<file path="src/afu_macros.svh">
// ======================================
// Build-wide sizes and identity values
// for the accelerator function unit
// ======================================

`ifndef AFU_MACROS_SVH
`define AFU_MACROS_SVH

// Width of register and memory data words
`define AFU_DATA_W 64

// Register word address from the host
`define AFU_MMIO_ADDR_W 6

// Registers in each block (global and per engine)
`define AFU_NUM_CSRS 8

// Copy engines built into the unit
`define AFU_NUM_ENGINES 1

// Instance number shown in the info register
`define AFU_INSTANCE_ID 5

// 128-bit test identifier, low half at register 0
`define AFU_TEST_ID 128'h7e2a91d4_3bc0_4f65_9a1e_d08c55f2b317

`endif
</file>
<file path="src/eng_pkg.sv">
// ======================================
// Copy engine state and address types
// ======================================

`default_nettype none

package eng_pkg;

    // Host memory line address
    localparam int MEM_ADDR_W = 64;
    typedef logic [MEM_ADDR_W-1:0] mem_addr_t;

    // One read handshake then one write handshake per line
    typedef enum logic [2:0]
    {
        // Waiting for a start
        ENG_IDLE    = 3'd0,
        // Read request raised, waiting for ack
        ENG_RD_REQ  = 3'd1,
        // Read request dropped, waiting for ack low
        ENG_RD_REL  = 3'd2,
        // Write request raised, waiting for ack
        ENG_WR_REQ  = 3'd3,
        // Write request dropped, waiting for ack low
        ENG_WR_REL  = 3'd4,
        // Copy finished, done bit shown
        ENG_DONE    = 3'd5
    } eng_state_t;

endpackage

`default_nettype wire

</file>
<file path="src/csr_pkg.sv">
// ======================================
// Register-space types, register numbers
// and block decode values
// ======================================

`default_nettype none

`include "afu_macros.svh"

package csr_pkg;

    // Register index inside one block
    localparam int CSR_IDX_W = $clog2(`AFU_NUM_CSRS);
    typedef logic [CSR_IDX_W-1:0] csr_idx_t;

    // Block number from the upper address bits
    typedef logic [`AFU_MMIO_ADDR_W-CSR_IDX_W-1:0] csr_blk_t;
    localparam csr_blk_t CSR_BLK_GLOB = 0;
    localparam csr_blk_t CSR_BLK_ENG  = 1;

    // Global block
    localparam csr_idx_t CSR_GLOB_ID_LO = 0;
    localparam csr_idx_t CSR_GLOB_ID_HI = 1;
    localparam csr_idx_t CSR_GLOB_INFO  = 2;

    // Engine block
    localparam csr_idx_t CSR_ENG_CTRL   = 0;
    localparam csr_idx_t CSR_ENG_SRC    = 1;
    localparam csr_idx_t CSR_ENG_DST    = 2;
    localparam csr_idx_t CSR_ENG_LEN    = 3;
    localparam csr_idx_t CSR_ENG_STATUS = 4;
    localparam csr_idx_t CSR_ENG_COUNT  = 5;
    localparam csr_idx_t CSR_ENG_SUM    = 6;

    // Bit positions in CTRL and STATUS
    localparam int CTRL_START_BIT  = 0;
    localparam int STATUS_BUSY_BIT = 0;
    localparam int STATUS_DONE_BIT = 1;

    // Info word: engines in [7:0], instance in [31:24], rest zero
    function automatic logic [`AFU_DATA_W-1:0] csr_info_word(
        input logic [7:0] inst,
        input logic [7:0] n_eng
    );
        return {32'd0, inst, 16'd0, n_eng};
    endfunction

endpackage

`default_nettype wire

</file>
<file path="src/engine_csr_if.sv">
// ======================================
// Register block link between the
// manager and one register block
// ======================================

`timescale 1ns/100ps
`default_nettype none

`include "afu_macros.svh"

interface engine_csr_if
    import csr_pkg::*;
();

    // Write path, one-cycle strobe from the manager
    logic                   wr_en;
    csr_idx_t               wr_idx;
    logic [`AFU_DATA_W-1:0] wr_data;

    // Read words, always presented by the block
    logic [`AFU_DATA_W-1:0] rd_data [`AFU_NUM_CSRS];

    // Block is doing work
    logic                   status_active;

    modport manager
    (
        output wr_en,
        output wr_idx,
        output wr_data,
        input  rd_data,
        input  status_active
    );

    modport block
    (
        input  wr_en,
        input  wr_idx,
        input  wr_data,
        output rd_data,
        output status_active
    );

endinterface

`default_nettype wire

</file>
<file path="src/afu_top.sv">
// ======================================
// Accelerator top with global registers,
// register manager and copy engine
// ======================================

`timescale 1ns/100ps
`default_nettype none

`include "afu_macros.svh"

module afu_top
    import csr_pkg::*, eng_pkg::*;
(
    input  logic                        clk,
    input  logic                        rst_n,

    // Host register port
    input  logic                        mmio_write,
    input  logic                        mmio_read,
    input  logic [`AFU_MMIO_ADDR_W-1:0] mmio_address,
    input  logic [`AFU_DATA_W-1:0]      mmio_writedata,
    output logic                        mmio_readdatavalid,
    output logic [`AFU_DATA_W-1:0]      mmio_readdata,

    // Host memory port
    output logic                        mem_req,
    output logic                        mem_we,
    output mem_addr_t                   mem_addr,
    output logic [`AFU_DATA_W-1:0]      mem_wdata,
    input  logic                        mem_ack,
    input  logic [`AFU_DATA_W-1:0]      mem_rdata
);

    localparam logic [127:0] TEST_ID = `AFU_TEST_ID;

    engine_csr_if eng_csr_glob();
    engine_csr_if eng_csr_eng();

    // ======================================
    // Global block, read-only identity
    // ======================================

    always_comb
    begin
        for (int i = 0; i < `AFU_NUM_CSRS; i++)
        begin
            eng_csr_glob.rd_data[i] = '0;
        end
        eng_csr_glob.rd_data[CSR_GLOB_ID_LO] = TEST_ID[63:0];
        eng_csr_glob.rd_data[CSR_GLOB_ID_HI] = TEST_ID[127:64];
        eng_csr_glob.rd_data[CSR_GLOB_INFO]  =
            csr_info_word(8'(`AFU_INSTANCE_ID), 8'(`AFU_NUM_ENGINES));
        // No work ever runs in this block
        eng_csr_glob.status_active = 1'b0;
    end

    // ======================================
    // Register manager and engine
    // ======================================

    csr_mgr u_csr_mgr
    (
        .clk           (clk),
        .rst_n         (rst_n),
        .wr_write      (mmio_write),
        .rd_read       (mmio_read),
        .address       (mmio_address),
        .writedata     (mmio_writedata),
        .readdatavalid (mmio_readdatavalid),
        .readdata      (mmio_readdata),
        .eng_csr_glob  (eng_csr_glob),
        .eng_csr       (eng_csr_eng)
    );

    mem_copy_engine u_engine
    (
        .clk       (clk),
        .rst_n     (rst_n),
        .csrs      (eng_csr_eng),
        .mem_req   (mem_req),
        .mem_we    (mem_we),
        .mem_addr  (mem_addr),
        .mem_wdata (mem_wdata),
        .mem_ack   (mem_ack),
        .mem_rdata (mem_rdata)
    );

endmodule

`default_nettype wire

</file>
<file path="src/mem_copy_engine.sv">
// ======================================
// Host memory copy engine with its
// registers and four-phase requester
// ======================================

`timescale 1ns/100ps
`default_nettype none

`include "afu_macros.svh"

module mem_copy_engine
    import csr_pkg::*, eng_pkg::*;
(
    input  logic                   clk,
    input  logic                   rst_n,

    // Register block side
    engine_csr_if.block            csrs,

    // Four-phase memory requester
    output logic                   mem_req,
    output logic                   mem_we,
    output mem_addr_t              mem_addr,
    output logic [`AFU_DATA_W-1:0] mem_wdata,
    input  logic                   mem_ack,
    input  logic [`AFU_DATA_W-1:0] mem_rdata
);

    eng_state_t             state;
    mem_addr_t              src;
    mem_addr_t              dst;
    mem_addr_t              len;
    mem_addr_t              line_idx;
    mem_addr_t              line_next;
    logic [`AFU_DATA_W-1:0] count;
    logic [`AFU_DATA_W-1:0] sum;
    logic [`AFU_DATA_W-1:0] data_q;
    logic                   busy;
    logic                   done;
    logic                   start;
    logic                   wr_phase;

    // Done state still counts as idle for a new start
    assign busy = (state != ENG_IDLE) && (state != ENG_DONE);
    assign done = (state == ENG_DONE);

    // CTRL write with the start bit set
    assign start = csrs.wr_en && (csrs.wr_idx == CSR_ENG_CTRL)
                   && csrs.wr_data[CTRL_START_BIT] && !busy;

    assign line_next = line_idx + 1'b1;

    // ======================================
    // Host-written configuration
    // ======================================

    // Locked while a copy runs so request fields hold steady
    always_ff @(posedge clk)
    begin
        if (!rst_n)
        begin
            src <= '0;
            dst <= '0;
            len <= '0;
        end
        else if (csrs.wr_en && !busy)
        begin
            case (csrs.wr_idx)
                CSR_ENG_SRC: src <= csrs.wr_data;
                CSR_ENG_DST: dst <= csrs.wr_data;
                CSR_ENG_LEN: len <= csrs.wr_data;
                default:     ;
            endcase
        end
    end

    // ======================================
    // Copy FSM
    // ======================================

    always_ff @(posedge clk)
    begin
        if (!rst_n)
        begin
            state    <= ENG_IDLE;
            line_idx <= '0;
            count    <= '0;
            sum      <= '0;
        end
        else
        begin
            case (state)
                ENG_IDLE, ENG_DONE:
                begin
                    if (start)
                    begin
                        line_idx <= '0;
                        count    <= '0;
                        sum      <= '0;
                        // Empty copy goes straight to done
                        state    <= (len == '0) ? ENG_DONE : ENG_RD_REQ;
                    end
                end
                ENG_RD_REQ:
                begin
                    if (mem_ack)
                    begin
                        sum   <= sum + mem_rdata;
                        state <= ENG_RD_REL;
                    end
                end
                ENG_RD_REL:
                begin
                    if (!mem_ack)
                    begin
                        state <= ENG_WR_REQ;
                    end
                end
                ENG_WR_REQ:
                begin
                    if (mem_ack)
                    begin
                        count <= count + 1'b1;
                        state <= ENG_WR_REL;
                    end
                end
                ENG_WR_REL:
                begin
                    if (!mem_ack)
                    begin
                        line_idx <= line_next;
                        state    <= (line_next == len) ? ENG_DONE : ENG_RD_REQ;
                    end
                end
                default:
                begin
                    state <= ENG_IDLE;
                end
            endcase
        end
    end

    // Line buffer between the read and the write
    always_ff @(posedge clk)
    begin
        if ((state == ENG_RD_REQ) && mem_ack)
        begin
            data_q <= mem_rdata;
        end
    end

    // ======================================
    // Memory outputs and register view
    // ======================================

    assign wr_phase  = (state == ENG_WR_REQ) || (state == ENG_WR_REL);
    assign mem_req   = (state == ENG_RD_REQ) || (state == ENG_WR_REQ);
    assign mem_we    = wr_phase;
    assign mem_addr  = wr_phase ? (dst + line_idx) : (src + line_idx);
    assign mem_wdata = data_q;

    always_comb
    begin
        for (int i = 0; i < `AFU_NUM_CSRS; i++)
        begin
            csrs.rd_data[i] = '0;
        end
        // CTRL start is a pulse and reads back zero
        csrs.rd_data[CSR_ENG_SRC]    = src;
        csrs.rd_data[CSR_ENG_DST]    = dst;
        csrs.rd_data[CSR_ENG_LEN]    = len;
        csrs.rd_data[CSR_ENG_STATUS][STATUS_BUSY_BIT] = busy;
        csrs.rd_data[CSR_ENG_STATUS][STATUS_DONE_BIT] = done;
        csrs.rd_data[CSR_ENG_COUNT]  = count;
        csrs.rd_data[CSR_ENG_SUM]    = sum;
    end

    assign csrs.status_active = busy;

endmodule

`default_nettype wire

</file>
<file path="src/csr_mgr.sv">
// ======================================
// Host register decode into the global
// and engine blocks, one-cycle reads
// ======================================

`timescale 1ns/100ps
`default_nettype none

`include "afu_macros.svh"

module csr_mgr
    import csr_pkg::*;
(
    input  logic                       clk,
    input  logic                       rst_n,

    // Host register port
    input  logic                       wr_write,
    input  logic                       rd_read,
    input  logic [`AFU_MMIO_ADDR_W-1:0] address,
    input  logic [`AFU_DATA_W-1:0]     writedata,
    output logic                       readdatavalid,
    output logic [`AFU_DATA_W-1:0]     readdata,

    // Register blocks
    engine_csr_if.manager              eng_csr_glob,
    engine_csr_if.manager              eng_csr
);

    // ======================================
    // Address split
    // ======================================

    csr_blk_t               blk;
    csr_idx_t               idx;
    logic [`AFU_DATA_W-1:0] rd_word;

    // Upper bits pick the block, lower bits the register
    assign blk = address[`AFU_MMIO_ADDR_W-1:CSR_IDX_W];
    assign idx = address[CSR_IDX_W-1:0];

    // ======================================
    // Write forwarding
    // ======================================

    // Strobe lasts exactly as long as the host write
    assign eng_csr_glob.wr_en   = wr_write && (blk == CSR_BLK_GLOB);
    assign eng_csr_glob.wr_idx  = idx;
    assign eng_csr_glob.wr_data = writedata;

    // Register number checks happen inside the block
    assign eng_csr.wr_en   = wr_write && (blk == CSR_BLK_ENG);
    assign eng_csr.wr_idx  = idx;
    assign eng_csr.wr_data = writedata;

    // ======================================
    // Read path
    // ======================================

    // Select the addressed word, unmapped blocks give zero
    always_comb
    begin
        case (blk)
            CSR_BLK_GLOB:
            begin
                rd_word = eng_csr_glob.rd_data[idx];
            end
            CSR_BLK_ENG:
            begin
                rd_word = eng_csr.rd_data[idx];
            end
            default:
            begin
                rd_word = '0;
            end
        endcase
    end

    // Valid follows the strobe by one cycle
    always_ff @(posedge clk)
    begin
        if (!rst_n)
        begin
            readdatavalid <= 1'b0;
        end
        else
        begin
            readdatavalid <= rd_read;
        end
    end

    // Data captured with the strobe
    always_ff @(posedge clk)
    begin
        if (rd_read)
        begin
            readdata <= rd_word;
        end
    end

endmodule

`default_nettype wire

</file>
<file path="config.mk">
export PLATFORM = sky130hd
export DESIGN_NAME = afu_top
export DESIGN_NICKNAME = d
export VERILOG_FILES = /design/src/eng_pkg.sv /design/src/csr_pkg.sv /design/src/engine_csr_if.sv /design/src/afu_top.sv /design/src/mem_copy_engine.sv /design/src/csr_mgr.sv
export VERILOG_INCLUDE_DIRS = /design/src
export SDC_FILE = /design/constraint.sdc
export NUM_CORES = 2
export LEC_CHECK = 0
export BUFFER_PORTS_ARGS = -buffer_cell sky130_fd_sc_hd__buf_2
export CAP_MARGIN = 0
export CORE_ASPECT_RATIO = 1.1
export CORE_MARGIN = 4
export CORE_UTILIZATION = 40
export CTS_BUF_LIST = sky130_fd_sc_hd__clkbuf_16
export CTS_CLUSTER_DIAMETER = 60
export DETAILED_ROUTE_END_ITERATION = 12
export PLACE_DENSITY = 0.69
export SLEW_MARGIN = 10
export SYNTH_ARGS = -nofsm -noshare
export SYNTH_HDL_FRONTEND = slang
export SYNTH_SLANG_ARGS = --single-unit
</file>
<file path="constraint.sdc">
create_clock -name clk -period 10.84 [get_ports clk]
set_input_delay 1.626 -clock clk [delete_from_list [all_inputs] [get_ports clk]]
set_output_delay 1.626 -clock clk [all_outputs]
set_load 0.01 [all_outputs]
</file>
[Yosys cells after proc, flatten, opt, wreduce, memory -nomap -nowiden]
Memories as Yosys holds them, arrays and structs flattened.
Index checks and enable logic that the tools add are counted.
Storage, ports and cells
  bits in read-only memories: 512
  output and inout port bits: 195
  memories kept: 1
  bits in writable memories: 0
  bits in latches: 0
  register bits: 516
Operators by class
  $add $sub $neg: 5
  divide/modulo/power cells: 0
  magnitude comparators: 1
  multiplexer cells: 22
  multipliers: 0
  eq/ne operators: 16
  bitwise logic cells: 1
  reduce and logical (&&, ||, !) cells: 26
  shift-type cells: 0
Memories
  (name not given): words 8, bits a word 64, read ports 1, clocked after memory_dff 0, write ports 0, RTL line csr_mgr.sv:66  | rd_word = eng_csr_glob.rd_data[idx];
Operators by type and width (number)
  $mux 64: 9
  $pmux 64 s2: 4
  $add 64x64->64: 3
  $bmux 64 s3: 1
  $add 64x1->64 const B: 2
  $eq 64x64->1: 1
  $logic_not 64->1: 1
  $mux 3: 7
  $pmux 3 s5: 1
  $eq 3x2->1 const B: 4
  $eq 3x1->1 const B: 3
  $logic_not 3->1: 3
  $reduce_and 3->1: 3
  $ne 2x2->1 const B: 4
  $logic_and 1x1->1: 7
  $eq 3x3->1 const B: 2
  $reduce_and 2->1: 3
  $reduce_bool 2->1: 3
  $reduce_and 5->1: 1
  $ge 4x4->1 const B: 1
  $not 3->4: 1
  $ne 3x3->1 const B: 1
  $reduce_bool 3->1: 1
  $logic_or 1x1->1: 2
  other kinds (3): 3

[Logic depth before layout (Yosys ltp)]
  depth in word-level cells: 7
  mapped depth: 20
  gate-level depth less buffers: 17

[Modules after synthesis]
Synthesis repeated with hierarchy kept, for this count alone.
Second synthesis, totals
  cell total of the unflattened synthesis: 4719
  area, all modules: 40720.3 um2
Modules (own cells, without submodules)
  mem_copy_engine: cells an instance 3547, instances 1, sequential area each 9669.3 um2, area an instance 28974.0 um2
  csr_mgr: cells an instance 1170, instances 1, sequential area each 1941.9 um2, area an instance 11738.8 um2
  afu_top: cells an instance 2, instances 1, sequential area each 0.0 um2, area an instance 7.5 um2

[Worst setup path after synthesis]
OpenSTA, ideal clock, no wires.
  kind: reg2out
  start point: register u_engine.state[0]
  end point: output mem_addr[60]
  stages on the path, launching flop included: 21
  path buffers: 5
  required time: 9.214 ns
  setup slack: 4.344 ns
  arrival time: 4.870 ns
  cells stage by stage: dfxtp_1 > clkbuf_1 > or3b_2 > clkbuf_1 > nand2_1 > clkbuf_1 > buf_1 > mux2_2 > ha_1 > clkbuf_1 > nand2_1 > o21ai_0 > a41oi_1 > o21ai_0 > a2111oi_0 > a21oi_1 > a21oi_1 > nor2b_1 > o21ai_0 > a41oi_1 > xnor2_1
On the way
  cells in the longest elaborated chain, start to end: 3
Ends and longest elaborated chain
  start, declared: RTL line mem_copy_engine.sv:29  | eng_state_t state;
  start signal, assigned: RTL line mem_copy_engine.sv:101  | state <= (len == '0) ? ENG_DONE : ENG_RD_REQ;
  start signal, assigned: RTL line mem_copy_engine.sv:132  | state <= (line_next == len) ? ENG_DONE : ENG_RD_REQ;
  $eq 3x2->1 or $eq 3x3->1 (tied branches): RTL line mem_copy_engine.sv:156  | assign wr_phase = (state == ENG_WR_REQ) || (state == ENG_WR_REL);
  $logic_or 1x1->1 *: RTL line mem_copy_engine.sv:156
  named net mem_we: RTL line afu_top.sv:27  | output logic mem_we,
  $mux 64 *: RTL line mem_copy_engine.sv:159  | assign mem_addr = wr_phase ? (dst + line_idx) : (src + line_idx);
  end, declared: RTL line afu_top.sv:28  | output mem_addr_t mem_addr,
The timed path passes the listed nets; every way through them passes the cells marked *.

[Worst setup path in the final report]
  start point: register u_engine.state[2]
  end point: output mem_addr[60]
On the way
  cells in the longest elaborated chain, start to end: 3
Ends and longest elaborated chain (RTL line)
  $eq 3x2->1 or $eq 3x3->1 (tied branches): mem_copy_engine.sv:156
  $logic_or 1x1->1 *: mem_copy_engine.sv:156
  $mux 64 *: mem_copy_engine.sv:159
Every way passes the cells marked *; elsewhere a longest branch is shown, timed or not.

==> results_dict.tcl <==
set metrics [dict create \
    synth_seq_area_share 0.364 \
    reg2reg_depth 11 \
    clock-root-buffer "clkbuf_16" \
    hp-start "u_engine.src[15]" \
    worst_pin_slew_ns 1.15 \
    synth_top_cell_area_share 0.244 \
    hold_class "register to register" \
    arrival_ns 7.13 \
    p_per_area_mw_per_mm2 122 \
    status "finished, final reports clean" \
    leakagePower_nw 14.2 \
    rsz0062_at_grt "no" \
    clkSinkCount 516 \
    synth_common_cells "652 x nand2_1, 388 x dfxtp_1, 231 x o21ai_0" \
    synth_top_cells_by_area "dfxtp_1 24%, edfxtp_1 12%, nand2_1 7.7%" \
    period_minus_slack_ns 8.75 \
    place_area_mm2 0.0342 \
    ios 334 \
    hpwl_mm 83.1 \
    final_design_area_no_fill_mm2 0.0360 \
    cts_buffers 53 \
    setup_tns_ns 0 \
    endpoint_kind "primary output" \
    fin_util 0.456 \
    start_util 0.404 \
    yosysMostFrequentCell "nand2_1" \
    wl_per_cell_um 22.0 \
    vdd_drop_max_v 0.000116 \
    layout.nets 4225 \
    synth-main-ff-cell "dfxtp_1" \
    relSlewSlack 0.230 \
    synth.avg_cell_area_um2 8.43 \
    core-area_mm2 0.0789 \
    yosysTopAreaCell "dfxtp_1" \
    yosysUniqueCellTypes 84 \
    viasPerCell 5.76 \
    critPathKind "register to primary output" \
    grt_usage 0.250 \
    final_antenna_net_count 0 \
    grt_max_degree 121 \
    fp.dieW_um 277 \
    antenna_found_initial 27 \
    die-area_mm2 0.0842 \
    fin_ws_ns 2.09 \
    drt_iter0_drc 3169 \
    grt_first_pass_wirelength_mm 166 \
    fmax_mhz 114 \
    critPathLaunchType "register" \
    die_h_um 304 \
    critPathLaunch "u_engine.state[2]" \
    synth_edf_count 128 \
    path_max_fanout 34 \
    synth_seq_cells 516 \
    async_flop_share 0 \
    tritoncts "built" \
    postCtsSetupBuffers 0 \
    timing_hold_violations_final 0 \
    pre_cts_slack_ns 2.76 \
    dr.pass1.iters 6 \
    synth_nets 4047 \
    cp.required_ns 9.21 \
    slew_viol_final 0 \
    htreeDepth 2 \
    period_share 0.807 \
    layout-drive-gt1-share 0.150 \
    skew_ns 0.0321 \
    ys_warn_count 0 \
    maxCapViolations 0 \
    area_delta_synth_final_pct 13.1 \
    vias 29100 \
    row_count 108 \
    setup-violations-final 0 \
    clockBufferDepth 3 \
    grt_overflow 0 \
    min_path_cells 2 \
    post_cts_resize_count 0 \
    hold_buffers 0 \
    gp_congestion 0.956 \
    grt_pass1_vias 26600 \
    clock_latency_ns 0.62 \
    r2r_start "u_engine.line_idx[0]" \
    synth_cells 3778 \
    clkTransAtPathRegs_ns 0.06 \
    wl_mm 111 \
    syn-cell-area_mm2 0.0319 \
    drcViolationCount 0 \
    io_buffers 333 \
]
## worst max-delay path: stages, from the launching register on
cell and delay (ns):
dfxtp_1 0.58, or3b_2 0.48, buf_4 0.27, nand2_2 0.89
buf_4 0.56, mux2_2 0.40, ha_1 0.44, a21oi_1 0.10
o21ai_0 0.29, a41oi_1 0.20, o21ai_0 0.44, a2111oi_0 0.20
a21oi_1 0.47, a21oi_1 0.17, nor2b_1 0.15, o21ai_0 0.33
a41oi_1 0.20, xnor2_1 0.17, buf_2 0.15
## where the power goes
part	switching, mW	internal, mW	total (mW)
sequential	0.0366	2.02	2.05
combinational	0.296	0.165	0.461
clock	0.809	1.06	1.86
total	1.14	3.24	4.38
## metrics by stage
stage | cells | total power, mW | hold slack [ns]
after floorplan | 3778 | 2.37 | 0.445
after global placement | 4946 | 2.55 | 0.469
after detailed placement | 4946 | 2.55 | 0.478
after CTS | 5045 | 4.40 | 0.487
after global routing | 5050 | 4.53 | 0.501
final | 5062 | 4.38 | 0.485
## cells by family (layout without fill, tap and decap cells)
kind of cell	Yosys count	after routing	synth area share
other cells	0	17	0
mux	160	160	0.0549
xor+xnor	268	268	0.0737
buf+inv	282	504	0.0340
simple gates	1377	1377	0.206
flops	516	516	0.364
compound gates	1045	1045	0.215
fa+ha+maj	130	130	0.0515
## final cells by class
cell class / instances / area, um2
well taps: 1045 / 1310
clock inverters: 43 / 357
clock buffers: 56 / 1400
diodes: 17 / 42.5
inverters: 46 / 173
fillers: 7675 / 42900
flip-flops and latches: 516 / 11600
repair buffers: 359 / 1870
multi-input cells: 2980 / 19300
## flip-flops by register name (all words and copies together), names as in the netlist
register                 count
u_engine.mem_wdata          64
u_csr_mgr.readdata          64
u_engine.len                64
u_engine.src                64
u_engine.state               3
u_csr_mgr.readdatavalid      1
u_engine.count              64
u_engine.dst                64
u_engine.sum                64
u_engine.line_idx           64
## layout by cell type, fill, tap and decap left out, types with 79 or more instances in the layout
| master | count |
|---|---|
| a21boi_0 | 198 |
| a21o_1 | 83 |
| a21oi_1 | 221 |
| buf_2 | 331 |
| dfxtp_1 | 388 |
| edfxtp_1 | 128 |
| ha_1 | 128 |
| mux2_2 | 118 |
| nand2_1 | 647 |
| nand3_1 | 79 |
| nor2_1 | 161 |
| nor2b_1 | 111 |
| o21ai_0 | 230 |
| xnor2_1 | 163 |
| xor2_1 | 105 |
## path summary, 6_finish.rpt
kind | to | slack, ns
setup / recovery | mem_addr[60] | 2.09
hold / removal | u_engine.src[15] | 0.48
setup reg to reg | u_engine.state[2] | 6.42
hold reg to reg | u_engine.src[15] | 0.48
## metal layers
layer / GRT usage / vias up / wire length [um]
met3: 0.0460 / 172 / 8770
met4: 0.0960 / 8 / 4370
met5: 0 / - / 68
met2: 0.385 / 1164 / 48600
li1: - / 14000 / -
met1: 0.348 / 13800 / 49400
Note: power is estimated with default switching activity, not from simulation.
